--- src/hdl/video_mixer.sv ---
`timescale 1ns/1ps
`default_nettype none

module video_mixer (
	input wire sf_on1,
	input wire [7:0] sf_star1,
	input wire sf_on2,
	input wire [7:0] sf_star2,
	input wire sf_on3,
	input wire [7:0] sf_star3,
	input wire hblank,
	input wire vblank,
	output logic [7:0] vga_r,
	output logic [7:0] vga_g,
	output logic [7:0] vga_b
);

	logic [7:0] shade;
	logic de;

	// Farther layers are dimmer
	always_comb
	begin
		if (sf_on1)
			shade = sf_star1;
		else if (sf_on2)
			shade = {1'b0, sf_star2[6:0]};
		else if (sf_on3)
			shade = {2'b00, sf_star3[5:0]};
		else
			shade = 8'h00;
	end

	assign de = !(hblank || vblank);

	// Stars are grey
	assign vga_r = de ? shade : 8'h00;
	assign vga_g = de ? shade : 8'h00;
	assign vga_b = de ? shade : 8'h00;

endmodule

`default_nettype wire

--- config.mk ---
export PLATFORM = sky130hd
export DESIGN_NAME = video_mixer
export DESIGN_NICKNAME = d
export VERILOG_FILES = /design/src/hdl/video_mixer.sv
export SDC_FILE = /design/constraint.sdc
export NUM_CORES = 1
export LEC_CHECK = 0
export BUFFER_PORTS_ARGS = -buffer_cell sky130_fd_sc_hd__buf_2
export CAP_MARGIN = 40
export CORE_AREA = 8 8 45 47
export DETAILED_ROUTE_END_ITERATION = 16
export DIE_AREA = 0 0 53 55
export PLACE_DENSITY = 0.78
export SETUP_SLACK_MARGIN = 0.15
export SYNTH_ARGS = -nofsm -noshare
export SYNTH_HDL_FRONTEND = slang
export SYNTH_SLANG_ARGS = --single-unit
--- constraint.sdc ---
create_clock -name vclk -period 2.1
set_input_delay 0.42 -clock vclk [all_inputs]
set_output_delay 0.42 -clock vclk [all_outputs]
set_load 0.01 [all_outputs]
==> results of run 1 <==
[cell families (layout without fill, tap and decap cells)]
family	after synthesis	in the layout	share of synthesized area (%)
buf+inv	25	56	46.10
compound gates	13	13	34.92
simple gates	11	11	18.98
[area by class of cell]
| type | count | share of cell area [%] |
|---|---|---|
| Inverter | 6 | 4.580 |
| Tap cell | 16 | 4.071 |
| Timing Repair Buffer | 50 | 50.89 |
| Multi-Input combinational cell | 24 | 40.46 |
[cells in the final DEF (no fill, tap or decap)]
cell type | Yosys | final
a21oi_1 | 6 | 6
a21oi_2 | 1 | 1
a221oi_2 | 6 | 6
buf_2 | 1 | 50
inv_1 | 6 | 6
nand2_1 | 2 | 2
nand3b_1 | 7 | 7
nor2_1 | 1 | 1
or2_1 | 1 | 1
[routing by layer]
layer	part of all wire, %	track usage, %
met5	0	0
met4	0	0
met3	12	2.139
met2	56	18.36
met1	32	7.843
[critical path: cells and delay by family]
| family | cells | cell delay [ps] |
|---|---|---|
| AO/OA/AOI/OAI | 1 | 280 |
| buffers and inverters | 2 | 280 |
| AND/OR/NAND/NOR | 1 | 370 |
[through the flow]
step | power [mW] | hold slack (ps) | setup WS (ps) | area (sq um)
floorplan | 0.06645 | 951.5 | 391.2 | 369.1
global placement | 0.09220 | 1165 | 330.2 | 491.7
detailed placement | 0.09461 | 1169 | 312.2 | 491.7
CTS | 0.09479 | 1168 | 309.8 | 491.7
global route | 0.1028 | 1214 | 207.0 | 491.7
finish | 0.09267 | 1162 | 322.4 | 491.7
[synth_stat cells]
| cell type | count | share of area, % |
|---|---|---|
| or2_1 | 1 | 1.7 |
| a221oi_2 | 6 | 24 |
| buf_6 | 2 | 6.1 |
| nand3b_1 | 7 | 14 |
| buf_2 | 1 | 1.4 |
| inv_1 | 6 | 6.1 |
| a21oi_2 | 1 | 2.4 |
| nor2_1 | 1 | 1.0 |
| a21oi_1 | 6 | 8.1 |
| buf_4 | 16 | 33 |
| nand2_1 | 2 | 2.0 |
[power groups by stage]
| stage | registers (mW) | logic (mW) | clock network [mW] |
|---|---|---|---|
| floorplan | 0 | 0.0665 | 0 |
| global placement | 0 | 0.0922 | 0 |
| detailed placement | 0 | 0.0946 | 0 |
| CTS | 0 | 0.0948 | 0 |
| global route | 0 | 0.103 | 0 |
| finish | 0 | 0.0927 | 0 |
[final timing paths]
kind | endpoint | slack [ps] | cells past startpoint
worst max-delay path | vga_b[5] | 320 | 4
worst min-delay path | vga_r[7] | 1160 | 4
==> results.yml, run 1 <==
run_status:
  status: "finished, final reports clean"
timing:
  min_period_ps: 1778
  setup_viol: 0
  slew-limit-headroom_pct: 71.44
  slew_viol_final: 0
  worst_pin_slew_ps: 428.4
  rsz0062_at_grt: "false"
  tns_ps: 0
  hold_viol: 0
  finalCritPeriodShare_pct: 84.65
  fmax_ghz: 0.5626
global_route:
  antenna_found_initial: 0
  grt_start_max_net_pins: 16
  grt_pass1_wl_mm: 2.001
  grtUsageTotal_pct: 8.392
  overflow: 0
  grt_pass1_vias: 463
synth:
  ys_seq_area_share_pct: 0
  synth_warnings: 0
  synthCells: 49
  synth_cell_type_count: 11
  synth_area_sq_um: 369.1
  syn_nets: 78
  synth.avg_cell_area_sq_um: 7.533
floorplanning:
  io-pin-count: 53
  die_y_um: 55
  core_area_sq_um: 1384
  die-width_um: 53
  fp.dieArea_sq_um: 2915
  fp-row-count: 14
  start_util_pct: 26.67
job:
  maxCapViolCount: 0
pwr:
  seqPwrFrac_pct: 0
  p_int_mw: 0.04260
  peakVddDrop_v: 0.00005744
  powerDensity_nw_per_um2: 188.5
  p_comb_share_pct: 100.0
  leakagePower_nw: 0.3107
  clock_power_share_pct: 0
  swShare_pct: 54.04
  p_sw_mw: 0.05008
cells_and_area:
  layout-drive-gt1-share_pct: 71.25
  fill_cells: 147
  multi_input_area_sq_um: 198.9
  nClkBuffers: 0
  areaGrowthSynthToFinish_pct: 33.22
  post-route-util_pct: 35.53
  final_cells: 96
  final-seq-area_sq_um: 0
  diodes: 0
  num-nets-final: 111
  seq_cell_count: 0
critical_path:
  critical_path.slowest_cell: "or2_1"
  cp_data_required_time_ps: 1680
  max_stage_delay_ps: 370
  startpoint_type: "input port"
  critPathLaunch: "vblank"
  worst-setup-path-type: "input port to output port"
  cp_cell_sequence: "buf_2, or2_1, a221oi_2, buf_2"
  cpMostUsedCell: "buf_2"
  crit_fanout: 8
  cp_data_arrival_time_ps: 1360
  critPathCaptureType: "output port"
place:
  io_buffers: 50
  finalWeightedCongestion: 0.6477
  hpwl_mm: 1.148
  dp_cells: 96
clocking:
  cts_hold_buf: 0
  post_cts_buffers: 0
  post_cts_resize_count: 0
detailed_routing:
  drt-total-wl_mm: 1.319
  firstDrtPassIters: 2
  ant_nets: 0
  vias_per_cell: 4.438
  vias: 426
  drtIter0Drc: 3
  drc_errors: 0
  avgRoutedWirePerCell_um: 13.74
worst_hold_path:
  holdCritPathClass: "input port to output port"
  min_from: "sf_star1[7]"
No activity file was read; power rests on OpenSTA's default activity.
==> run 2, diff against run 1 <==
ABC_AREA = 1   (was default)
PLACE_DENSITY = 0.76   (was 0.78)
clock period = 1.85 ns   (was 2.1 ns; I/O delays follow)
==> run 2 against run 1 <==
Flip-flop and latch count unchanged; critical path depth rose by 2; synthesized cell count grew 35%; area after synthesis decreased by 8.5%; count of clock-buffer cells in the layout unchanged; global-route usage shrank 0.49 points; worst hold slack got worse by 47 ps; die area unchanged; utilization down 1.3 points; critical endpoint is now vga_g[1].
==> results.yml, run 2 <==
detailed_routing:
  drc_errors: 0
  vias: 481
  drtIter0Drc: 10
  firstDrtPassIters: 4
  drt-total-wl_mm: 1.307
  ant_nets: 0
  vias_per_cell: 4.219
  avgRoutedWirePerCell_um: 11.46
critical_path:
  max_stage_delay_ps: 200
  cp_data_required_time_ps: 1480
  startpoint_type: "input port"
  critical_path.slowest_cell: "clkinvlp_4"
  worst-setup-path-type: "input port to output port"
  cp_cell_sequence: "buf_2, clkinvlp_4, nand2_1, nor2_1, nor2_1, buf_2"
  cp_data_arrival_time_ps: 1160
  crit_fanout: 13
  critPathCaptureType: "output port"
cells_and_area:
  layout-drive-gt1-share_pct: 53.06
  seq_cell_count: 0
  layout_common_cells: "buf_2 (50), nor2_1 (19), nand2_1 (18), o21ai_0 (7)"
  diodes: 0
  nClkBuffers: 0
  final-seq-area_sq_um: 0
  areaGrowthSynthToFinish_pct: 40.37
  layout_commonest_cell: "buf_2"
  num-nets-final: 129
timing:
  holdWs_ps: 1115
  worst_pin_slew_ps: 229.6
  min_period_ps: 1535
  hold_viol: 0
  slew_viol_final: 0
  setup_viol: 0
  rsz0062_at_grt: "false"
  slew-limit-headroom_pct: 84.70
  fmax_ghz: 0.6517
  tns_ps: 0
  finalCritPeriodShare_pct: 82.95
run_status:
  status: "finished, final reports clean"
synth:
  synth_cell_type_count: 9
  syn_nets: 95
  synthMuxAreaShare_pct: 0
  synth_area_sq_um: 337.8
  yosys.area_share.simple_pct: 44.81
  synth_warnings: 0
  synth_common_cells: "nor2_1 (19), nand2_1 (18), buf_4 (16)"
  ys_seq_area_share_pct: 0
  synth_area_leader_cell: "buf_4"
  yosysMostFrequentCell: "nor2_1"
  synth_top_area_share_pct: 35.56
  synthCells: 66
  synth_top_family_by_area: "simple AND/OR/NAND/NOR gates"
  synth_compound_area_share_pct: 11.85
  synth.avg_cell_area_sq_um: 5.119
  synth.area.top_cells: "buf_4 (36%), nor2_1 (21%), nand2_1 (20%)"
  synthAdderAreaFrac_pct: 0
  synth_xor_area_share_pct: 0
global_route:
  overflow: 0
  grtUsageTotal_pct: 7.902
  grt_start_max_net_pins: 14
  antenna_found_initial: 0
  grt_pass1_wl_mm: 1.876
  grt_pass1_vias: 441
floorplanning:
  die-width_um: 53
  fp.dieArea_sq_um: 2915
  fp-row-count: 14
  start_util_pct: 24.41
  core_area_sq_um: 1384
  die_y_um: 55
  io-pin-count: 53
pwr:
  leakagePower_nw: 0.3247
  peakVddDrop_v: 0.00006154
  powerDensity_nw_per_um2: 218.6
clocking:
  post_cts_buffers: 0
place:
  finalWeightedCongestion: 0.7004
  hpwl_mm: 1.118
  io_buffers: 50
job:
  maxCapViolCount: 0
worst_hold_path:
  holdCritPathClass: "input port to output port"
## run 2: changes by cell type in the layout (fill, tap and decap cells not counted)
cell / delta
nor2_1: +18
nand2_1: +16
nand3b_1: -7
o21ai_0: +7
a221oi_2: -6
inv_1: -6
a21oi_1: -5
a21oi_2: -1
and3_1: +1
clkinvlp_4: +1
nor2_4: +1
or2_1: -1
## run 2: path summary, 6_finish.rpt
kind / from / endpoint / slack (ps) / depth (start not counted)
worst max-delay path: sf_on1 / vga_g[1] / 320 / 6
worst min-delay path: sf_star1[7] / vga_r[7] / 1120 / 3
## run 2: logic make-up (layout without fill, tap and decap cells)
logic type	after synthesis	count (layout)
compound gates	8	8
buf+inv	19	51
simple gates	39	39
## run 2: report_power, final
group          total, mW  leakage, nW  internal, mW  switching, mW
clock network          0            0             0              0
registers              0            0             0              0
logic              0.104        0.325        0.0472         0.0564
## run 2: critical path, delay by kind of cell
| kind | cells | cell delay (ps) |
|---|---|---|
| buffers and inverters | 3 | 490 |
| AND/OR/NAND/NOR | 3 | 310 |
## run 2: per-stage QoR
step | instance area, sq um | instances | total power, mW | worst slack [ps] | util (%)
floorplan | 337.8 | 66 | 0.07120 | 398.2 | -
global placement | 465.4 | 114 | 0.1006 | 250.9 | 33.63
detailed placement | 465.4 | 114 | 0.1032 | 236.2 | 33.63
CTS | 465.4 | 114 | 0.1036 | 228.7 | 33.63
global route | 474.2 | 114 | 0.1172 | 169.5 | 34.27
finish | 474.2 | 114 | 0.1036 | 315.4 | 34.27
## run 2: layer usage
layer	GRT usage, %	wire, um	vias to the layer above
li1	-	-	254
met4	0	0	0
met3	1.337	150	0
met2	15.63	670	27
met5	0	0	-
met1	9.050	486	200
## run 2: area by class of cell
class,instances,area [sq um]
fillers,164,909.6
inverters,1,7.507
multi-input cells,47,196.4
well taps,16,20.02
repair buffers,50,250.2
## run 2: what timing repair did
action	in CTS	in global routing
resized for setup	0	2
hold buffers	0	0
endpoints found under the setup margin	0	9
