[src/common/aznable_pkg.sv]
`default_nettype none

package aznable_pkg;

	// CPU bus
	localparam int addr_w = 16;
	localparam int data_w = 8;
	localparam int wkram_aw = 14;

	// Input map, each region runs up to the start of the next
	localparam logic [addr_w-1:0] map_in0 = 16'h8000;
	localparam logic [addr_w-1:0] map_timestamp = 16'h8002;
	localparam logic [addr_w-1:0] map_timer = 16'h802A;
	localparam logic [addr_w-1:0] map_joystick = 16'h803A;
	localparam logic [addr_w-1:0] map_analog_l = 16'h80FA;
	localparam logic [addr_w-1:0] map_paddle = 16'h81BA;
	localparam logic [addr_w-1:0] map_spinner = 16'h81EA;
	localparam logic [addr_w-1:0] map_ps2_key = 16'h824A;
	localparam logic [addr_w-1:0] map_ps2_mouse = 16'h8256;
	localparam logic [addr_w-1:0] map_starfield1 = 16'h8286;
	localparam logic [addr_w-1:0] map_starfield2 = 16'h8296;
	localparam logic [addr_w-1:0] map_starfield3 = 16'h82A6;
	localparam logic [addr_w-1:0] map_system_pause = 16'h82B6;
	localparam logic [addr_w-1:0] map_system_menu = 16'h82B7;
	localparam logic [addr_w-1:0] map_wkram = 16'hC000;

	// Raster, in 6 MHz pixels and lines
	localparam int cnt_w = 9;
	localparam logic [cnt_w-1:0] h_total = 9'd381;
	localparam logic [cnt_w-1:0] v_total = 9'd262;
	localparam logic [cnt_w-1:0] h_visible = 9'd320;
	localparam logic [cnt_w-1:0] v_visible = 9'd240;
	localparam logic [cnt_w-1:0] h_sync_start = 9'd336;
	localparam logic [cnt_w-1:0] h_sync_end = 9'd368;
	localparam logic [cnt_w-1:0] v_sync_start = 9'd244;
	localparam logic [cnt_w-1:0] v_sync_end = 9'd247;

	// Pixels in one frame
	localparam int frame_w = 17;
	localparam logic [frame_w-1:0] frame_pixels = {8'd0, h_total} * {8'd0, v_total};

	// Millisecond timer at 24 MHz
	localparam int presc_w = 15;
	localparam logic [presc_w-1:0] ms_divider = 15'd24000;
	localparam int timer_w = 16;

	// Input words
	localparam int joystick_w = 192;
	localparam int paddle_w = 48;
	localparam int timestamp_w = 33;
	localparam int ps2_key_w = 11;

	// Star layers
	localparam int sf1_len = 22;
	localparam logic [sf1_len-1:0] sf1_seed = 22'h1FFFFF;
	localparam logic [sf1_len-1:0] sf1_mask = 22'b0000111100001111000011;
	localparam logic [sf1_len-1:0] sf1_taps = 22'b1100000000000000000000;
	localparam int sf2_len = 21;
	localparam logic [sf2_len-1:0] sf2_seed = 21'h1FFFF0;
	localparam logic [sf2_len-1:0] sf2_mask = 21'b000011110000111100001;
	localparam logic [sf2_len-1:0] sf2_taps = 21'b101010000000000000000;
	localparam int sf3_len = 21;
	localparam logic [sf3_len-1:0] sf3_seed = 21'h1FFF00;
	localparam logic [sf3_len-1:0] sf3_mask = 21'b000011110000111100001;
	localparam logic [sf3_len-1:0] sf3_taps = 21'b101000000000000000000;

endpackage

`default_nettype wire

[src/hdl/ms_timer.sv]
`timescale 1ns/1ps
`default_nettype none

module ms_timer (
	input wire clk_24,
	input wire arst_n,
	input wire timer_clear,
	output logic [aznable_pkg::timer_w-1:0] timer
);

	logic [aznable_pkg::presc_w-1:0] presc;
	logic ms_tick;

	assign ms_tick = presc == aznable_pkg::ms_divider - 1'b1;

	// Clear restarts the whole millisecond, not just the count
	always_ff @(posedge clk_24 or negedge arst_n)
	begin
		if (!arst_n)
		begin
			presc <= '0;
			timer <= '0;
		end
		else if (timer_clear)
		begin
			presc <= '0;
			timer <= '0;
		end
		else if (ms_tick)
		begin
			presc <= '0;
			timer <= timer + 1'b1;
		end
		else
			presc <= presc + 1'b1;
	end

endmodule

`default_nettype wire

[config.mk]
export PLATFORM = sky130hd
export DESIGN_NAME = ms_timer
export DESIGN_NICKNAME = d
export VERILOG_FILES = /design/src/common/aznable_pkg.sv /design/src/hdl/ms_timer.sv
export SDC_FILE = /design/constraint.sdc
export NUM_CORES = 1
export LEC_CHECK = 0
export BUFFER_PORTS_ARGS = -buffer_cell sky130_fd_sc_hd__buf_4
export CAP_MARGIN = 30
export CORE_ASPECT_RATIO = 0.8
export CORE_MARGIN = 2
export CORE_UTILIZATION = 51
export CTS_CLUSTER_DIAMETER = 30
export DETAILED_ROUTE_END_ITERATION = 10
export GPL_ROUTABILITY_DRIVEN = 0
export HOLD_SLACK_MARGIN = 0.1
export PLACE_DENSITY = 0.72
export RECOVER_POWER = 100
export SETUP_SLACK_MARGIN = 0.4
export SYNTH_ARGS = -nofsm -noshare
export SYNTH_HDL_FRONTEND = slang
export SYNTH_SLANG_ARGS = --single-unit
[constraint.sdc]
create_clock -name clk_24 -period 1.95 [get_ports clk_24]
set_input_delay 0 -clock clk_24 [delete_from_list [all_inputs] [get_ports clk_24]]
set_output_delay 0 -clock clk_24 [all_outputs]
set_load 0.02 [all_outputs]
==> results.rst <==
.. list-table::
   :header-rows: 1

   * - Metric
     - Value
   * - Highest-count cells in the layout ignoring fill and taps
     - sky130_fd_sc_hd__dfrtp_1, sky130_fd_sc_hd__nor2_1, sky130_fd_sc_hd__buf_4
   * - Power density relative to cell area
     - 596 nW/um2
   * - First drt pass iteration count
     - 4
   * - HPWL reported at the end of detailed placement
     - 2.46 mm
   * - Max-cap violations
     - 0
   * - Area share of the leading cell type in the synthesized netlist
     - 47.2%
   * - Shortest period the worst path allows
     - 1800 ps
   * - Worst-path clk slew
     - 60 ps
   * - Number of design-rule violations left by the first detailed-router iteration
     - 131
   * - Tot GR Track Use
     - 25.5%
   * - Setup total negative slack
     - 0 ps
   * - Synth Instances
     - 171
   * - Cell with the biggest individual delay on the critical path
     - sky130_fd_sc_hd__dfrtp_1
   * - Area of combinational cells with multiple inputs
     - 946 um2
   * - Arr. time, crit path
     - 1970 ps
   * - Maximum level of the CTS H-tree
     - 2
   * - Total inserted antenna cells
     - 0
   * - Pin slew with the least headroom to its limit
     - 772 ps
   * - Register Area
     - 785 um2
   * - Final worst clock skew
     - 7.31 ps
   * - Final hold slack
     - 319 ps
   * - Reported leakage power
     - 0.828 nW
   * - Average vias per placed instance
     - 6.16
   * - Final nets
     - 214
   * - Slowest Stage Delay on Critical Path
     - 410 ps
   * - Setup repair after global routing missed its margin
     - yes
   * - Ratio of cells with drive above 1 in the final layout
     - 31.4%
   * - Number of inserted filler cells in the final layout
     - 246
   * - Number of top-level pins
     - 19
   * - Pre-CTS setup slack
     - 120 ps
   * - Category of the most critical setup path
     - register to register
   * - Post-Syn Area per Cell
     - 9.61 um2
   * - R2r worst-path depth
     - 5
   * - Achievable clock frequency
     - 0.556 GHz
   * - Chip Height
     - 54.8 um
   * - Reg-to-reg critical path endpoint
     - timer[11]$_DFFE_PN0P_
   * - Status
     - completed
   * - Final Max Tran Viols
     - 0
   * - Worst-case register-to-register setup slack
     - 150 ps
   * - Area post-placement
     - 1870 um2
   * - Vias after detailed routing
     - 1539
   * - Leading cell type in the layout, fill and taps excluded
     - sky130_fd_sc_hd__dfrtp_1
   * - Kind of capture point of the worst setup path
     - register
   * - Synth-to-Final Area Change
     - 30.8%
   * - Tightest slew margin relative to the limit
     - 48.5%
   * - Sequential cell area fraction in the yosys report
     - 47.2%
   * - Syn_nets
     - 176
   * - Cell variety after synth
     - 29
   * - Pin count of the biggest net entering global routing
     - 32
   * - Clock tree from TritonCTS
     - yes
   * - Top cell type by total area after synthesis
     - sky130_fd_sc_hd__dfrtp_1
   * - Number of clock sinks
     - 31
   * - VDD IR max
     - 0.510 mV
   * - Min-delay worst type
     - input pin to async pin
   * - Total setup violations reported at the end of the flow
     - 0
   * - Max clock buf depth
     - 2
   * - Final std cell area, no fill
     - 2150 um2
   * - Vias in the first global route
     - 1460
   * - Sequence of cells on the critical path
     - nor4b_4, nand3_2, buf_12, nor4_2, mux2_2
   * - Drt total wl
     - 4.37 mm
   * - Starting Density
     - 53.2%
   * - Buf/Inv on CP
     - 1
   * - Tcrit/Tclk final
     - 92.3%
   * - Number of core rows
     - 18
   * - Width of the chip
     - 67.5 um
   * - Remaining global-route overflow
     - 0
   * - Overall die area
     - 3690 um2
   * - Dominant delay contributor by cell family on the critical path
     - simple AND/OR/NAND/NOR gates
   * - Synth Register Bits
     - 31
   * - TritonCTS Buffers
     - 5
   * - Initial antenna violation count
     - 0
   * - Area of the placeable core
     - 3090 um2
   * - Residual DRC
     - 0
   * - Number of buffers inserted by port buffering
     - 18
   * - Hold Vio Cnt, Final
     - 0
   * - Clock latency at the later pin of the worst-skew pair
     - 290 ps
   * - Layout Utilization
     - 69.6%
   * - Max Fanout on Critical Path
     - 15
   * - Clock tree root driver cell
     - sky130_fd_sc_hd__clkbuf_8
   * - Largest cells by area after synthesis
     - sky130_fd_sc_hd__dfrtp_1, sky130_fd_sc_hd__o31ai_1, sky130_fd_sc_hd__or4_1
   * - Number of warning messages in the yosys log
     - 0
   * - First-pass GRT wire length
     - 6.77 mm
   * - Wire length per cell after detailed routing
     - 17.5 um
   * - Critical Path Start Type
     - register
   * - Critical path startpoint
     - presc[9]$_DFF_PN0_
   * - Smallest setup slack after layout
     - 151 ps
   * - Worst r2r src
     - presc[9]$_DFF_PN0_
   * - Post-synthesis cell area
     - 1640 um2
   * - Endpoint required time on the critical path
     - 2120 ps
   * - Post-route ant nets
     - 0
-- worst max path at each step --
| stage | cells after the start | slack, ps | to |
|---|---|---|---|
| final | 5 | 150 | timer[11]$_DFFE_PN0P_ |
| after global routing | 5 | 80 | timer[9]$_DFFE_PN0P_ |
| after CTS | 5 | 170 | timer[11]$_DFFE_PN0P_ |
| after detailed placement | 5 | 120 | timer[14]$_DFFE_PN0P_ |
| after global placement | 5 | 190 | timer[2]$_DFFE_PN0P_ |
| after floorplan | 6 | 250 | timer[15]$_DFFE_PN0P_ |
-- metal layers --
layer	part of all wire [%]	up-vias	GRT usage (%)	wire length, um
li1	-	708	-	-
met1	44	758	32.9	1910
met2	48	60	40.3	2100
met3	6.5	13	7.61	286
met4	1.7	0	10.9	74
met5	0	-	0	0
-- where the power goes --
part	internal (W)	total, W	switching [W]
Clock	0.000322	0.000566	0.000244
Combinational	0.0000224	0.0000595	0.0000371
Sequential	0.000649	0.000655	0.00000675
Total	0.000993	0.00128	0.000288
-- synth_stat cells --
cell and number:
sky130_fd_sc_hd__o31ai_1 11, sky130_fd_sc_hd__nand4_4 1, sky130_fd_sc_hd__dfrtp_1 31, sky130_fd_sc_hd__mux2_2 2, sky130_fd_sc_hd__nor3_1 3, sky130_fd_sc_hd__ha_1 2, sky130_fd_sc_hd__nand2_1 8, sky130_fd_sc_hd__xor2_1 5
sky130_fd_sc_hd__nor4_1 6, sky130_fd_sc_hd__o21ai_0 2, sky130_fd_sc_hd__mux2_1 1, sky130_fd_sc_hd__nor2b_1 3, sky130_fd_sc_hd__and3_1 2, sky130_fd_sc_hd__a21oi_1 13, sky130_fd_sc_hd__buf_1 1, sky130_fd_sc_hd__or2_4 1
sky130_fd_sc_hd__and4_1 4, sky130_fd_sc_hd__nor4b_1 1, sky130_fd_sc_hd__o21bai_2 1, sky130_fd_sc_hd__inv_1 4, sky130_fd_sc_hd__or3_1 2, sky130_fd_sc_hd__buf_2 2, sky130_fd_sc_hd__nor2_1 19, sky130_fd_sc_hd__xnor2_1 8
sky130_fd_sc_hd__clkbuf_1 6, sky130_fd_sc_hd__nand4_1 7, sky130_fd_sc_hd__buf_6 1, sky130_fd_sc_hd__or4_1 11, sky130_fd_sc_hd__nand3_1 13
-- area by class of cell --
type / count / area share (%)
Tap cell: 40 / 2.33
Clock buffer: 8 / 4.66
Inverter: 4 / 0.699
Timing Repair Buffer: 39 / 11.8
Multi-Input combinational cell: 128 / 44.0
Sequential cell: 31 / 36.5
-- timing repair --
| item | 4_1_cts | 5_1_grt |
|---|---|---|
| endpoints found under the hold margin | 45 | 0 |
| hold buffers | 2 | 0 |
| cloned | 2 | 2 |
| setup endpoints to repair | 30 | 30 |
| pin swaps | 4 | 1 |
| gates resized for setup | 11 | 28 |
| setup buffers | 8 | 5 |
-- cells by family (layout without fill, tap and decap cells) --
family / count (synthesis) / after routing / share of synthesized area (%)
fa+ha+maj: 2 / 2 / 1.52
xor+xnor: 13 / 13 / 6.93
simple gates: 81 / 83 / 28.2
compound gates: 27 / 27 / 10.3
buf+inv: 14 / 51 / 3.81
mux: 3 / 3 / 2.06
flops: 31 / 31 / 47.2
-- through the flow --
step           std cells  power, W
6_report             250   0.00128
5_1_grt              250   0.00131
4_1_cts              243   0.00128
3_5_place_dp         223  0.000712
3_3_place_gp         223  0.000710
2_1_floorplan        171  0.000691
-- sequential cells by signal, indices dropped and copies added (netlist names) --
| signal | cells |
|---|---|
| presc | 15 |
| timer | 16 |
Note: power is estimated with default switching activity, not from simulation.
