`src/common/aznable_pkg.sv`:
```
`default_nettype none

package aznable_pkg;

	// CPU bus
	localparam int addr_w = 16;
	localparam int data_w = 8;
	localparam int wkram_aw = 14;

	// Input map, each region runs up to the start of the next
	localparam logic [addr_w-1:0] map_in0 = 16'h8000;
	localparam logic [addr_w-1:0] map_timestamp = 16'h8002;
	localparam logic [addr_w-1:0] map_timer = 16'h802A;
	localparam logic [addr_w-1:0] map_joystick = 16'h803A;
	localparam logic [addr_w-1:0] map_analog_l = 16'h80FA;
	localparam logic [addr_w-1:0] map_paddle = 16'h81BA;
	localparam logic [addr_w-1:0] map_spinner = 16'h81EA;
	localparam logic [addr_w-1:0] map_ps2_key = 16'h824A;
	localparam logic [addr_w-1:0] map_ps2_mouse = 16'h8256;
	localparam logic [addr_w-1:0] map_starfield1 = 16'h8286;
	localparam logic [addr_w-1:0] map_starfield2 = 16'h8296;
	localparam logic [addr_w-1:0] map_starfield3 = 16'h82A6;
	localparam logic [addr_w-1:0] map_system_pause = 16'h82B6;
	localparam logic [addr_w-1:0] map_system_menu = 16'h82B7;
	localparam logic [addr_w-1:0] map_wkram = 16'hC000;

	// Raster, in 6 MHz pixels and lines
	localparam int cnt_w = 9;
	localparam logic [cnt_w-1:0] h_total = 9'd381;
	localparam logic [cnt_w-1:0] v_total = 9'd262;
	localparam logic [cnt_w-1:0] h_visible = 9'd320;
	localparam logic [cnt_w-1:0] v_visible = 9'd240;
	localparam logic [cnt_w-1:0] h_sync_start = 9'd336;
	localparam logic [cnt_w-1:0] h_sync_end = 9'd368;
	localparam logic [cnt_w-1:0] v_sync_start = 9'd244;
	localparam logic [cnt_w-1:0] v_sync_end = 9'd247;

	// Pixels in one frame
	localparam int frame_w = 17;
	localparam logic [frame_w-1:0] frame_pixels = {8'd0, h_total} * {8'd0, v_total};

	// Millisecond timer at 24 MHz
	localparam int presc_w = 15;
	localparam logic [presc_w-1:0] ms_divider = 15'd24000;
	localparam int timer_w = 16;

	// Input words
	localparam int joystick_w = 192;
	localparam int paddle_w = 48;
	localparam int timestamp_w = 33;
	localparam int ps2_key_w = 11;

	// Star layers
	localparam int sf1_len = 22;
	localparam logic [sf1_len-1:0] sf1_seed = 22'h1FFFFF;
	localparam logic [sf1_len-1:0] sf1_mask = 22'b0000111100001111000011;
	localparam logic [sf1_len-1:0] sf1_taps = 22'b1100000000000000000000;
	localparam int sf2_len = 21;
	localparam logic [sf2_len-1:0] sf2_seed = 21'h1FFFF0;
	localparam logic [sf2_len-1:0] sf2_mask = 21'b000011110000111100001;
	localparam logic [sf2_len-1:0] sf2_taps = 21'b101010000000000000000;
	localparam int sf3_len = 21;
	localparam logic [sf3_len-1:0] sf3_seed = 21'h1FFF00;
	localparam logic [sf3_len-1:0] sf3_mask = 21'b000011110000111100001;
	localparam logic [sf3_len-1:0] sf3_taps = 21'b101000000000000000000;

endpackage

`default_nettype wire

```
`src/starfield/starfield.sv`:
```
`timescale 1ns/1ps
`default_nettype none

module starfield #(
	parameter int lfsr_len = 22,
	parameter logic [lfsr_len-1:0] seed = '1,
	parameter logic [lfsr_len-1:0] mask = '0,
	parameter logic [lfsr_len-1:0] taps = '0
) (
	input wire clk_24,
	input wire arst_n,
	input wire ce_6,
	input wire pause_system,
	input wire sf_write,
	input wire sf_sel_hit,
	input wire [2:0] sf_addr,
	input wire [aznable_pkg::data_w-1:0] cpu_dout,
	output logic sf_on,
	output logic [7:0] sf_star
);

	logic enable;
	logic [lfsr_len-1:0] lfsr;
	logic [aznable_pkg::frame_w-1:0] pix_cnt;
	logic frame_end;

	// Pixel position within the frame, in step with the raster counters from reset
	assign frame_end = ce_6 && pix_cnt == aznable_pkg::frame_pixels - 1'b1;

	always_ff @(posedge clk_24 or negedge arst_n)
	begin
		if (!arst_n)
			pix_cnt <= '0;
		else if (frame_end)
			pix_cnt <= '0;
		else if (ce_6)
			pix_cnt <= pix_cnt + 1'b1;
	end

	// Layer enable at offset 0, bit 0
	always_ff @(posedge clk_24 or negedge arst_n)
	begin
		if (!arst_n)
			enable <= 1'b0;
		else if (sf_write && sf_sel_hit && sf_addr == 3'd0)
			enable <= cpu_dout[0];
	end

	// Reloading the seed every frame keeps the star pattern in place
	always_ff @(posedge clk_24 or negedge arst_n)
	begin
		if (!arst_n)
			lfsr <= seed;
		else if (frame_end)
			lfsr <= seed;
		else if (ce_6 && enable && !pause_system)
			lfsr <= {lfsr[lfsr_len-2:0], ^(lfsr & taps)};
	end

	// A star shows where every masked bit is set
	always_ff @(posedge clk_24 or negedge arst_n)
	begin
		if (!arst_n)
			sf_on <= 1'b0;
		else
			sf_on <= enable && &(lfsr | ~mask);
	end

	always_ff @(posedge clk_24)
	begin
		sf_star <= lfsr[7:0];
	end

endmodule

`default_nettype wire

```
`config.mk`:
```
export PLATFORM = sky130hd
export DESIGN_NAME = starfield
export DESIGN_NICKNAME = d
export VERILOG_FILES = /design/src/common/aznable_pkg.sv /design/src/starfield/starfield.sv
export SDC_FILE = /design/constraint.sdc
export NUM_CORES = 1
export LEC_CHECK = 0
export BUFFER_PORTS_ARGS = -buffer_cell sky130_fd_sc_hd__clkbuf_2
export CAP_MARGIN = 20
export CORE_MARGIN = 2
export CORE_UTILIZATION = 54
export DETAILED_ROUTE_END_ITERATION = 12
export PLACE_DENSITY = 0.76
export SYNTH_ARGS = -nofsm -noshare
export SYNTH_HDL_FRONTEND = slang
export SYNTH_SLANG_ARGS = --single-unit
```
`constraint.sdc`:
```
create_clock -name clk_24 -period 2.3 [get_ports clk_24]
set_clock_uncertainty 0.2 [all_clocks]
set_input_delay 0.575 -clock clk_24 [delete_from_list [all_inputs] [get_ports clk_24]]
set_output_delay 0.575 -clock clk_24 [all_outputs]
set_load 0.005 [all_outputs]
```
==> impl_metrics.ini, run 1 <==
[logic_synthesis]
synthArstFlopShare_pct = 77.1
synth_enable_flop_cells = 0
seq_area_frac_synth_pct = 58.2
syn_nets = 148
syn_avg_cell_area_um2 = 11.3
synth_flop_cell = dfrtp_1
yosysWarningCount = 0
synth_area_mm2 = 0.00145
ys_seq_elements = 35
syn_inst = 129
ys_types = 33

[worst_setup_path]
cp-start-kind = flip-flop
r2r-end = pix_cnt[16]
r2r_cells = 5
reg2reg_slack_ns = 0.19
worst_ep_arrival_time_ns = 2.18
path_max_fanout = 5
cp.required_ns = 2.37
criticalPathCategory = reg2reg
endpoint_kind = flip-flop
rr_startpoint = pix_cnt[1]

[global_routing]
grtUsageTotal_pct = 16.7
overflow = 0
use_met3_pct = 6.28
busiest_layer = met2
antenna_found_initial = 0
use_met1_pct = 19.0
grt_max_degree = 28
grt_pass1_wl_um = 4020
grt_pass1_vias = 959
global_route.usage.met2_pct = 28.7

[sta]
timing.final.crit_share_pct = 91.7
slew_violations = 0
fin_crit_ns = 2.11
relSlewSlack_pct = 57.2
rsz0062_at_grt = false
setup_violations = 0
tightest_slew_ns = 0.642
fmax_mhz = 474
hold_viol_final = 0
tns_ns = 0

[power_and_ir_drop]
power.leakage_uw = 0.000824
ir_drop_uv = 732
pwr_density_cell_mw_per_mm2 = 783

[clock_network]
cts_resized = 0
cts_made_buffers = 5
cts.sinks = 35
clock_latency_ns = 0.33
htreeDepth = 2
root_buffer = clkbuf_4
cts_tree = yes
cts.path.max_buffers = 2
postCtsHoldBufs = 0
cts.clk_slew.worst_paths_ns = 0.10
post-cts-setup-buffer-count = 0

[cells_and_area]
num-fill-cells = 213
area_growth_pct = 14.6
final_cells = 185
finalNetCount = 173
diodes = 0
seqCellArea_um2 = 846
drive_above_1_share_pct = 28.4
multi_input_area_um2 = 566
utilization_pct = 66.0

[routing]
drc = 0
via_per_inst = 5.23
vias = 968
drt.antenna.violating_nets = 0
wl_um = 2320
wl_per_cell_um = 12.5
drtIter0Drc = 20
drt_pre_antenna_iters = 4

[placed_design]
dp_cells = 177
dp_hpwl_um = 1680
gp_congestion = 0.776
io_buffers = 18

[die]
start_util_pct = 57.6
num_rows = 18
die_w_um = 55.9
core_area_mm2 = 0.00252
die-height_um = 55.9
die_area_mm2 = 0.00312
ios = 26

[job]
maxCapViolCount = 0

[run_status]
run_status = complete, no violations

[hold_path]
min_path_type = in2async
[cell usage in the layout (no fill, tap or decap), drive strengths merged, types with 3 or more instances in the layout]
cell / synthesis / final
clkbuf: 1 / 25
dfrtp: 19 / 19
nand2: 18 / 18
nor2: 11 / 11
mux2i: 8 / 8
dfstp: 8 / 8
dfxtp: 8 / 8
xor2: 7 / 7
nor3: 6 / 6
xnor2: 6 / 6
nand4: 5 / 5
inv: 4 / 4
nand3: 4 / 4
buf: 3 / 4
nand2b: 3 / 3
[worst max-delay path by stage]
stage	start	to	slack, ns	cells past startpoint
floorplan	ce_6	pix_cnt[16]	0.26	5
global placement	ce_6	pix_cnt[16]	0.21	5
detailed placement	ce_6	pix_cnt[16]	0.18	5
CTS	pix_cnt[1]	pix_cnt[16]	0.19	5
global route	pix_cnt[1]	pix_cnt[16]	0.11	5
finish	pix_cnt[1]	pix_cnt[16]	0.19	5
[where the power goes]
part,switching (uW),leakage [uW],internal (uW)
clock,197,0.0000464,213
combinational,78.3,0.000384,71.3
sequential,77.2,0.000394,667
total,352,0.000824,951
[stage by stage]
step | hold slack [ns] | total power (uW) | instance area, um^2 | setup slack [ns]
after CTS | 0.0515 | 1320 | 1670 | 0.190
final | 0.0445 | 1300 | 1670 | 0.191
after global placement | 0.178 | 895 | 1580 | 0.215
after detailed placement | 0.195 | 906 | 1580 | 0.176
after floorplan | 0.0794 | 842 | 1450 | 0.264
after global routing | 0.0885 | 1370 | 1670 | 0.114
[flip-flops by register name, indices dropped and copies added, names as in the netlist]
name and cells:
lfsr 8, sf_star 8, sf_on 1, enable 1
pix_cnt 17
[area by class of cell]
class,instances,area share [%]
Clock buffer,7,4.58
Clock inverter,1,0.301
Inverter,4,0.902
Multi-Input combinational cell,86,34.0
Timing Repair Buffer,22,7.21
Tap cell,30,2.25
Sequential cell,35,50.8
[metal layers]
metal | vias to the layer above | wire (um)
met1 | 457 | 1030
met4 | 0 | 37
met2 | 19 | 1140
li1 | 487 | -
met3 | 5 | 111
met5 | - | 0
[synth_stat cells (2+ instances only)]
master	n	area [um^2]
nor4_1	2	12.5
nor2_1	11	41.3
or3_1	2	12.5
nand3_1	4	20.0
xnor2_1	6	52.6
inv_1	4	15.0
nand2_1	18	67.6
xor2_1	7	61.3
dfxtp_1	8	160
ha_1	2	25.0
dfrtp_1	19	475
nand4_1	3	18.8
dfstp_2	8	210
mux2i_1	8	80.1
nand2b_1	3	18.8
nor3_1	6	30.0
o21ai_0	2	10.0
[logic make-up (layout without fill, tap and decap cells)]
family	count (synthesis)	after routing	share of synthesized area (%)
buffers and inverters	8	34	2.84
AOI/OAI and AO/OA	5	5	2.15
muxes	9	9	6.29
adders and majority gates	2	2	1.72
xor gates and xnor gates	13	13	7.84
and+or+nand+nor	57	57	20.9
DFF	35	35	58.2
[worst max-delay path, stage by stage, from the launching register on]
cell     delay [ns]
dfrtp_1        0.45
ha_1           0.30
inv_1          0.06
or4_4          0.56
or3_1          0.34
a21oi_2        0.14
(Power assumes the default switching activity.)
==> run 2: changes to the inputs <==
--- a/config.mk
+++ b/config.mk
@@ -7,6 +7,7 @@
 export LEC_CHECK = 0
 export BUFFER_PORTS_ARGS = -buffer_cell sky130_fd_sc_hd__clkbuf_2
 export CAP_MARGIN = 20
+export CORE_ASPECT_RATIO = 1.2
 export CORE_MARGIN = 2
 export CORE_UTILIZATION = 54
 export DETAILED_ROUTE_END_ITERATION = 12
==> impl_metrics.ini, run 2 (synthesized netlist as in run 1, its figures left out) <==
[sta]
tightest_slew_ns = 0.630
relSlewSlack_pct = 58.0
setup_violations = 0
fin_crit_ns = 2.11
rsz0062_at_grt = false
hold_viol_final = 0
fmax_mhz = 474
whs_ns = 0.0387
slew_violations = 0
timing.final.crit_share_pct = 91.8
tns_ns = 0

[worst_setup_path]
criticalPathCategory = reg2reg
cp.required_ns = 2.37
slowest_delay_ns = 0.56
r2r_cells = 5
r2r-end = pix_cnt[16]
reg2reg_slack_ns = 0.19
crit_start = pix_cnt[1]
cp-start-kind = flip-flop
endpoint_kind = flip-flop
rr_startpoint = pix_cnt[1]
crit_cells = 5
crit_chain = ha_1, inv_1, or4_4, or3_1, a21oi_2
worst_ep_arrival_time_ns = 2.18
crit_family = simple AND/OR/NAND/NOR gates
cpMaxStageDelayCell = or4_4
crit_end = pix_cnt[16]
path_max_fanout = 5
worst-path-buf-inv = 1

[global_routing]
grt_max_degree = 28
antenna_found_initial = 0
grt_pass1_wl_um = 4170
grtUsageTotal_pct = 18.4
overflow = 0
grt_pass1_vias = 989

[hold_path]
min_path_type = in2async

[routing]
vias = 968
drt_pre_antenna_iters = 4
drc = 0
wl_per_cell_um = 12.5
wl_um = 2350
drt.antenna.violating_nets = 0
drtIter0Drc = 23
via_per_inst = 5.15

[clock_network]
htreeDepth = 2
cts_tree = yes
clock_latency_ns = 0.33
cts.clk_slew.worst_paths_ns = 0.10
cts_resized = 0
cts.sinks = 35
cts.path.max_buffers = 2
post-cts-setup-buffer-count = 0
root_buffer = clkbuf_4
cts_made_buffers = 5
postCtsHoldBufs = 0

[cells_and_area]
stdcell_area_mm2 = 0.00166
largest_reg_flops = 17
top_register = pix_cnt
layout_commonest_cell = dfrtp_1
finalNetCount = 173
most-common-layout-cells = dfrtp_1 (19), nand2_1 (18), clkbuf_2 (18)
seqCellArea_um2 = 846
drive_above_1_share_pct = 27.7
area_growth_pct = 14.0
diodes = 0
reg_top3 = pix_cnt x17, lfsr x8, sf_star x8
num-fill-cells = 222
multi_input_area_um2 = 566
utilization_pct = 64.9

[job]
maxCapViolCount = 0

[power_and_ir_drop]
ir_drop_uv = 553
power.total_uw = 1260
pwr_density_cell_mw_per_mm2 = 759
power.leakage_uw = 0.000816

[die]
die_area_mm2 = 0.00312
die_w_um = 51.3
ios = 26
die-height_um = 60.8
core_area_mm2 = 0.00255
num_rows = 20
start_util_pct = 56.9

[run_status]
run_status = complete, no violations

[placed_design]
dp_hpwl_um = 1730
gp_congestion = 0.756
io_buffers = 18
place_area_mm2 = 0.00159
## run 2: worst min path at each step
stage / from / cells past startpoint / slack [ns] / to
2_1_floorplan: arst_n / 0 / 0.08 / enable
3_3_place_gp: enable / 0 / 0.18 / sf_on
3_5_place_dp: enable / 0 / 0.19 / sf_on
4_1_cts: arst_n / 1 / 0.05 / pix_cnt[2]
5_1_grt: arst_n / 1 / 0.1 / pix_cnt[2]
6_report: arst_n / 1 / 0.04 / pix_cnt[2]
## run 2: stage by stage
stage | worst slack, ns | cells
2_1_floorplan | 0.264 | 129
3_3_place_gp | 0.214 | 180
3_5_place_dp | 0.207 | 180
4_1_cts | 0.200 | 188
5_1_grt | 0.119 | 188
6_report | 0.189 | 188
## run 2: layout make-up
class,instances,share of cell area [%]
repair buffers,22,7.25
well taps,33,2.49
multi-input cells,86,34.1
flip-flops and latches,35,51.1
inverters,4,0.906
clock buffers,8,4.15
## run 2: power by group
| part | switching [uW] | internal [uW] |
|---|---|---|
| Combinational | 75.6 | 71.5 |
| Sequential | 74.8 | 666 |
| Clock | 190 | 180 |
| Total | 340 | 918 |
## run 2: per-layer routing
layer / vias to the layer above / track usage, % / share of wire (%)
met3: 6 / 4.43 / 2.9
li1: 485 / - / -
met1: 459 / 19.0 / 41
met4: 0 / 8.27 / 1.7
met5: - / 0 / 0
met2: 18 / 35.3 / 54
