--- src/common/aznable_pkg.sv ---
`default_nettype none

package aznable_pkg;

	// CPU bus
	localparam int addr_w = 16;
	localparam int data_w = 8;
	localparam int wkram_aw = 14;

	// Input map, each region runs up to the start of the next
	localparam logic [addr_w-1:0] map_in0 = 16'h8000;
	localparam logic [addr_w-1:0] map_timestamp = 16'h8002;
	localparam logic [addr_w-1:0] map_timer = 16'h802A;
	localparam logic [addr_w-1:0] map_joystick = 16'h803A;
	localparam logic [addr_w-1:0] map_analog_l = 16'h80FA;
	localparam logic [addr_w-1:0] map_paddle = 16'h81BA;
	localparam logic [addr_w-1:0] map_spinner = 16'h81EA;
	localparam logic [addr_w-1:0] map_ps2_key = 16'h824A;
	localparam logic [addr_w-1:0] map_ps2_mouse = 16'h8256;
	localparam logic [addr_w-1:0] map_starfield1 = 16'h8286;
	localparam logic [addr_w-1:0] map_starfield2 = 16'h8296;
	localparam logic [addr_w-1:0] map_starfield3 = 16'h82A6;
	localparam logic [addr_w-1:0] map_system_pause = 16'h82B6;
	localparam logic [addr_w-1:0] map_system_menu = 16'h82B7;
	localparam logic [addr_w-1:0] map_wkram = 16'hC000;

	// Raster, in 6 MHz pixels and lines
	localparam int cnt_w = 9;
	localparam logic [cnt_w-1:0] h_total = 9'd381;
	localparam logic [cnt_w-1:0] v_total = 9'd262;
	localparam logic [cnt_w-1:0] h_visible = 9'd320;
	localparam logic [cnt_w-1:0] v_visible = 9'd240;
	localparam logic [cnt_w-1:0] h_sync_start = 9'd336;
	localparam logic [cnt_w-1:0] h_sync_end = 9'd368;
	localparam logic [cnt_w-1:0] v_sync_start = 9'd244;
	localparam logic [cnt_w-1:0] v_sync_end = 9'd247;

	// Pixels in one frame
	localparam int frame_w = 17;
	localparam logic [frame_w-1:0] frame_pixels = {8'd0, h_total} * {8'd0, v_total};

	// Millisecond timer at 24 MHz
	localparam int presc_w = 15;
	localparam logic [presc_w-1:0] ms_divider = 15'd24000;
	localparam int timer_w = 16;

	// Input words
	localparam int joystick_w = 192;
	localparam int paddle_w = 48;
	localparam int timestamp_w = 33;
	localparam int ps2_key_w = 11;

	// Star layers
	localparam int sf1_len = 22;
	localparam logic [sf1_len-1:0] sf1_seed = 22'h1FFFFF;
	localparam logic [sf1_len-1:0] sf1_mask = 22'b0000111100001111000011;
	localparam logic [sf1_len-1:0] sf1_taps = 22'b1100000000000000000000;
	localparam int sf2_len = 21;
	localparam logic [sf2_len-1:0] sf2_seed = 21'h1FFFF0;
	localparam logic [sf2_len-1:0] sf2_mask = 21'b000011110000111100001;
	localparam logic [sf2_len-1:0] sf2_taps = 21'b101010000000000000000;
	localparam int sf3_len = 21;
	localparam logic [sf3_len-1:0] sf3_seed = 21'h1FFF00;
	localparam logic [sf3_len-1:0] sf3_mask = 21'b000011110000111100001;
	localparam logic [sf3_len-1:0] sf3_taps = 21'b101000000000000000000;

endpackage

`default_nettype wire

--- src/io/io_map.sv ---
`timescale 1ns/1ps
`default_nettype none

module io_map (
	input wire clk_24,
	input wire arst_n,
	input wire [aznable_pkg::addr_w-1:0] cpu_addr,
	input wire [aznable_pkg::data_w-1:0] cpu_dout,
	input wire cpu_wr_n,
	input wire pause,
	input wire menu,
	input wire hsync,
	input wire vsync,
	input wire hblank,
	input wire vblank,
	input wire [aznable_pkg::timer_w-1:0] timer,
	input wire [aznable_pkg::data_w-1:0] wkram_q,
	input wire [aznable_pkg::joystick_w-1:0] joystick,
	input wire [aznable_pkg::paddle_w-1:0] paddle,
	input wire [aznable_pkg::ps2_key_w-1:0] ps2_key,
	input wire [aznable_pkg::timestamp_w-1:0] timestamp,
	output logic [aznable_pkg::data_w-1:0] cpu_din,
	output logic pause_system,
	output logic timer_clear,
	output logic wkram_we,
	output logic sf_write,
	output logic [2:0] sf_sel,
	output logic [2:0] sf_addr
);

	wire wr = !cpu_wr_n;

	// Region decode
	wire in0_cs = cpu_addr == aznable_pkg::map_in0;
	wire timestamp_cs = cpu_addr >= aznable_pkg::map_timestamp
		&& cpu_addr < aznable_pkg::map_timer;
	wire timer_cs = cpu_addr >= aznable_pkg::map_timer && cpu_addr < aznable_pkg::map_joystick;
	wire joystick_cs = cpu_addr >= aznable_pkg::map_joystick
		&& cpu_addr < aznable_pkg::map_analog_l;
	wire paddle_cs = cpu_addr >= aznable_pkg::map_paddle && cpu_addr < aznable_pkg::map_spinner;
	wire ps2_key_cs = cpu_addr >= aznable_pkg::map_ps2_key
		&& cpu_addr < aznable_pkg::map_ps2_mouse;
	wire sf1_cs = cpu_addr >= aznable_pkg::map_starfield1
		&& cpu_addr < aznable_pkg::map_starfield2;
	wire sf2_cs = cpu_addr >= aznable_pkg::map_starfield2
		&& cpu_addr < aznable_pkg::map_starfield3;
	wire sf3_cs = cpu_addr >= aznable_pkg::map_starfield3
		&& cpu_addr < aznable_pkg::map_system_pause;
	wire system_pause_cs = cpu_addr == aznable_pkg::map_system_pause;
	wire system_menu_cs = cpu_addr == aznable_pkg::map_system_menu;
	wire wkram_cs = cpu_addr >= aznable_pkg::map_wkram;

	// Byte offsets into each region
	wire [15:0] timestamp_off = cpu_addr - aznable_pkg::map_timestamp;
	wire [15:0] timer_off = cpu_addr - aznable_pkg::map_timer;
	wire [15:0] joystick_off = cpu_addr - aznable_pkg::map_joystick;
	wire [15:0] paddle_off = cpu_addr - aznable_pkg::map_paddle;
	wire [15:0] ps2_key_off = cpu_addr - aznable_pkg::map_ps2_key;

	// Input words zero extended to whole bytes of the offset range
	wire [63:0] timestamp_pad = {{(64 - aznable_pkg::timestamp_w){1'b0}}, timestamp};
	wire [255:0] joystick_pad = {{(256 - aznable_pkg::joystick_w){1'b0}}, joystick};
	wire [63:0] paddle_pad = {{(64 - aznable_pkg::paddle_w){1'b0}}, paddle};
	wire [15:0] ps2_key_pad = {{(16 - aznable_pkg::ps2_key_w){1'b0}}, ps2_key};

	logic pause_trigger;
	logic menu_trigger;
	logic [aznable_pkg::data_w-1:0] rd_byte;
	logic [aznable_pkg::data_w-1:0] rd_q;
	logic ram_rd;

	// Star layer registers share one offset, sf_sel picks the layer
	wire [15:0] sf_base = sf1_cs ? aznable_pkg::map_starfield1 :
		sf2_cs ? aznable_pkg::map_starfield2 : aznable_pkg::map_starfield3;
	wire [15:0] sf_off = cpu_addr - sf_base;

	assign sf_sel = {sf3_cs, sf2_cs, sf1_cs};
	assign sf_write = wr && (sf1_cs || sf2_cs || sf3_cs);
	assign sf_addr = sf_off[2:0];

	assign timer_clear = wr && timer_cs;
	assign wkram_we = wr && wkram_cs;

	// Pause from outside always wins over the CPU trigger
	always_ff @(posedge clk_24 or negedge arst_n)
	begin
		if (!arst_n)
		begin
			pause_trigger <= 1'b0;
			menu_trigger <= 1'b0;
		end
		else
		begin
			if (pause)
				pause_trigger <= 1'b0;
			else if (wr && system_pause_cs)
				pause_trigger <= 1'b1;
			// CPU acknowledges the menu request by writing it
			if (wr && system_menu_cs)
				menu_trigger <= 1'b0;
			else if (menu)
				menu_trigger <= 1'b1;
		end
	end

	assign pause_system = pause || pause_trigger;

	// Read mux, unmapped addresses give zero
	always_comb
	begin
		rd_byte = '0;
		if (in0_cs)
			rd_byte = {hsync, vsync, hblank, vblank, 2'b10, menu, 1'b0};
		else if (timestamp_cs)
			rd_byte = timestamp_pad[{timestamp_off[2:0], 3'b000} +: 8];
		else if (timer_cs)
			rd_byte = timer[{timer_off[0], 3'b000} +: 8];
		else if (joystick_cs)
			rd_byte = joystick_pad[{joystick_off[4:0], 3'b000} +: 8];
		else if (paddle_cs)
			rd_byte = paddle_pad[{paddle_off[2:0], 3'b000} +: 8];
		else if (ps2_key_cs)
			rd_byte = ps2_key_pad[{ps2_key_off[0], 3'b000} +: 8];
		else if (system_menu_cs)
			rd_byte = {8{menu_trigger}};
	end

	// Work RAM already holds its read data one cycle, the rest is registered here
	always_ff @(posedge clk_24 or negedge arst_n)
	begin
		if (!arst_n)
		begin
			rd_q <= '0;
			ram_rd <= 1'b0;
		end
		else
		begin
			rd_q <= rd_byte;
			ram_rd <= wkram_cs;
		end
	end

	assign cpu_din = ram_rd ? wkram_q : rd_q;

endmodule

`default_nettype wire

--- config.mk ---
export PLATFORM = sky130hd
export DESIGN_NAME = io_map
export DESIGN_NICKNAME = d
export VERILOG_FILES = /design/src/common/aznable_pkg.sv /design/src/io/io_map.sv
export SDC_FILE = /design/constraint.sdc
export NUM_CORES = 1
export LEC_CHECK = 0
export BUFFER_PORTS_ARGS = -buffer_cell sky130_fd_sc_hd__buf_4
export CORE_AREA = 2 2 139 141
export CTS_CLUSTER_DIAMETER = 150
export CTS_CLUSTER_SIZE = 40
export DETAILED_ROUTE_END_ITERATION = 8
export DIE_AREA = 0 0 141 143
export GPL_ROUTABILITY_DRIVEN = 0
export PLACE_DENSITY = 0.6
export REMOVE_ABC_BUFFERS = 1
export SYNTH_ARGS = -nofsm -noshare
export SYNTH_HDL_FRONTEND = slang
export SYNTH_SLANG_ARGS = --single-unit
--- constraint.sdc ---
create_clock -name clk_24 -period 4.2 [get_ports clk_24]
set_input_delay 0.42 -clock clk_24 [delete_from_list [all_inputs] [get_ports clk_24]]
set_output_delay 0.42 -clock clk_24 [all_outputs]
set_load 0.02 [all_outputs]
==> flow_summary_export.csv <==
group,metric,value,unit
sta,rsz0062_at_grt,"false",
placed_design,post-dp-hpwl,16700,um
finish,fillCellCount,1945,
power,power_frac_seq,12.6,%
power,p_switching,266,uW
finish,layout.nets,1022,
synthesis,synth_cells,350,
grt,grt.total_usage,17.9,%
synthesis,synthMuxAreaShare,52.9,%
synthesis,synthXorXnorAreaFrac,0.242,%
route,drtIter0Drc,206,
critical_path,r2r_setup_slack,2.29,ns
die,ios,359,
clock_tree,clock_latency,0.24,ns
grt,grt_overflow_total,0,
finish,final-seq-area,275,um2
grt,grt_max_degree,47,
sta,post-route-period-util,69.0,%
grt,busiest_layer,"met2",
flow_run,max-cap-violations,0,
route,drc,0,
power,p_clk_share,20.1,%
grt,gr-usage-met2,32.8,%
grt,antenna_found_initial,0,
power,power.total,866,uW
die,fp-row-count,50,
clock_tree,post_cts_buffers,0,
critical_path,cp-end-kind,"register",
grt,use_met1,22.5,%
synthesis,yosysSeqAreaShare,7.60,%
route,drtAntennaViolNets,0,
power,switching_share,30.7,%
finish,final_common_cell,"buf_4",
synthesis,synth_warnings,0,
placed_design,post_dp_cell_area,0.00641,mm2
sta,fin_ws,1.30,ns
clock_tree,clk_pin_slew,0.04,ns
power,p_leak,0.00298,uW
route,routed_via_density,4.95,
finish,diodes,0,
critical_path,start_kind,"input port",
die,start_util,19.5,%
critical_path,regToRegStartpoint,"menu_trigger$_DFFE_PN0P_",
hold_path,hp-class,"in -> async",
synthesis,synth-edff-count,0,
route,wirelength,19300,um
clock_tree,cts_hold_buf,0,
clock_tree,max-clock-path-buffers,2,
sta,slew_violations,0,
route,vias,4507,
status,status,"finished clean",
finish,area_growth,79.1,%
critical_path,ff2ff_path_depth,6,
grt,met3_usage,2.78,%
sta,period_needed,2.90,ns
finish,final_util,34.9,%
finish,layout_common_cells,"356 x buf_4, 63 x mux4_2, 34 x mux2i_1",
grt,grt_pass1_vias,4838,
route,first_pass_iters,4,
die,die_w,141,um
die,die_area,0.0202,mm2
power,ir_drop,0.0000777,V
grt,grt_pass1_wl,27600,um
finish,design_area,0.00649,mm2
critical_path,reg2reg_to,"rd_q[0]$_DFF_PN0_",
route,wl_per_cell,21.2,um
clock_tree,clockRootBuffer,"clkbuf_16",
synthesis,avgSynthCellArea,10.3,um2
clock_tree,cts_tree,"yes",
placed_design,post-place-ws,1.04,ns
synthesis,synth_compound_area_share,18.6,%
critical_path,crit_path_max_fanout,25,
power,internal-power,600,uW
critical_path,crit_type,"in -> reg",
synthesis,ys_dominant_reg_cell,"dfrtp_1",
sta,setup-tns-final,0,ns
synthesis,synth-simple-area-share,12.7,%
sta,max_slew_margin,45.0,%
placed_design,io_buffer_count,350,
die,die_h,143,um
critical_path,worstPathRequired,4.29,ns
clock_tree,cts.sinks,11,
sta,hold_viol_final,0,
clock_tree,h-tree-depth,1,
finish,multi_input_area,0.00310,mm2
die,core,0.0186,mm2
synthesis,synth_top_family_by_area,"multiplexers",
finish,drive_gt1_share,66.6,%
sta,setup_viol,0,
sta,timing.fmax,0.345,GHz
clock_tree,post_cts_resized,0,
power,combPwrFrac,67.4,%
power,power_density,133,mW/mm2
synthesis,synthArstFlopShare,100,%
synthesis,synth_seq_cells,11,
sta,worst_pin_slew,0.816,ns
critical_path,crit_start,"cpu_addr[1]",
clock_tree,cts_made_buffers,3,
synthesis,synthAdderAreaFrac,1.04,%
synthesis,synth_cell_types,62,
sta,skew,0.00108,ns
synthesis,syn-cell-area,0.00362,mm2
critical_path,crit_arrival,2.98,ns
## layer usage
metal / up-vias / wire (um)
li1: 2112 / -
met1: 2181 / 7730
met2: 197 / 10200
met3: 17 / 1190
met4: 0 / 242
met5: - / 0
## worst max-delay path by stage
stage                     slack (ns)  depth (start not counted)                 to
after global routing            1.14                         10  rd_q[2]$_DFF_PN0_
after detailed placement        1.04                         10  rd_q[2]$_DFF_PN0_
final                           1.30                         10  rd_q[2]$_DFF_PN0_
after global placement          1.03                         10  rd_q[2]$_DFF_PN0_
after CTS                       1.28                         10  rd_q[2]$_DFF_PN0_
after floorplan                 0.62                          9  rd_q[2]$_DFF_PN0_
## power groups by stage
stage | Sequential (uW) | Combinational (uW) | Clock (uW)
final | 109 | 584 | 174
after global routing | 109 | 630 | 183
after CTS | 109 | 592 | 176
after detailed placement | 110 | 591 | 0
after global placement | 110 | 583 | 0
after floorplan | 110 | 235 | 0
## cells by family (layout without fill, tap and decap cells)
family                     count (synthesis)  count (layout)
DFF                                       11              11
buffers and inverters                     45             372
muxes                                    111             111
xor gates and xnor gates                   1               1
adders and majority gates                  3               3
AOI/OAI and AO/OA                         92              92
and+or+nand+nor                           87              87
## registers in the layout, summed over array words and instances (netlist names)
signal and flops:
menu_trigger 1, rd_q 8, pause_trigger 1, ram_rd 1
## metrics by stage
stage / instances / hold slack [ns]
after floorplan: 315 / 0.124
after global placement: 907 / 0.266
after detailed placement: 907 / 0.263
after CTS: 911 / 0.0144
after global routing: 911 / 0.0210
final: 911 / 0.00745
## critical path: stages
cell,delay (ns)
buf_4,0.23
inv_1,0.10
ha_2,0.43
buf_4,0.37
mux2i_1,0.27
nor2_1,0.06
a21oi_1,0.15
o22ai_1,0.17
a2111oi_0,0.70
a2111oi_2,0.06
## Yosys cell counts, types with 2 or more instances
master     instances  share of area (%)
buf_2             14                1.9
mux2_2            13                4.0
o21ai_0           17                2.3
or3_1              3               0.52
buf_4              5                1.0
o32ai_1            2               0.48
nand2b_1           5               0.86
ha_1               3                1.0
nand4_1            4               0.69
a21oi_1           19                2.6
dfrtp_1           11                7.6
nor2b_1            2               0.35
nand3_1            3               0.41
buf_6              6                1.9
a2111oi_1          2               0.55
and2_1             9                1.6
o22ai_1            9                1.6
o21a_1             2               0.41
mux2i_1           34                9.4
o221ai_1           5                1.2
o31a_1             2               0.48
o21ai_1            5               0.69
a31oi_1            2               0.35
nand2_1           17                1.8
nor3_1             7               0.97
a32oi_1            4               0.97
a2111oi_0          6                1.5
inv_1              9               0.93
nor2_1            26                2.7
mux4_2            63                 39
buf_1              2               0.21
nor3b_1            2               0.41
clkbuf_1           8               0.83
## area by class of cell
| class | instances | area share (%) |
|---|---|---|
| clock buffers | 4 | 1.22 |
| multi-input cells | 294 | 47.8 |
| inverters | 10 | 0.579 |
| well taps | 234 | 4.51 |
| repair buffers | 358 | 41.7 |
| flip-flops and latches | 11 | 4.24 |
Note: power is estimated with default switching activity, not from simulation.
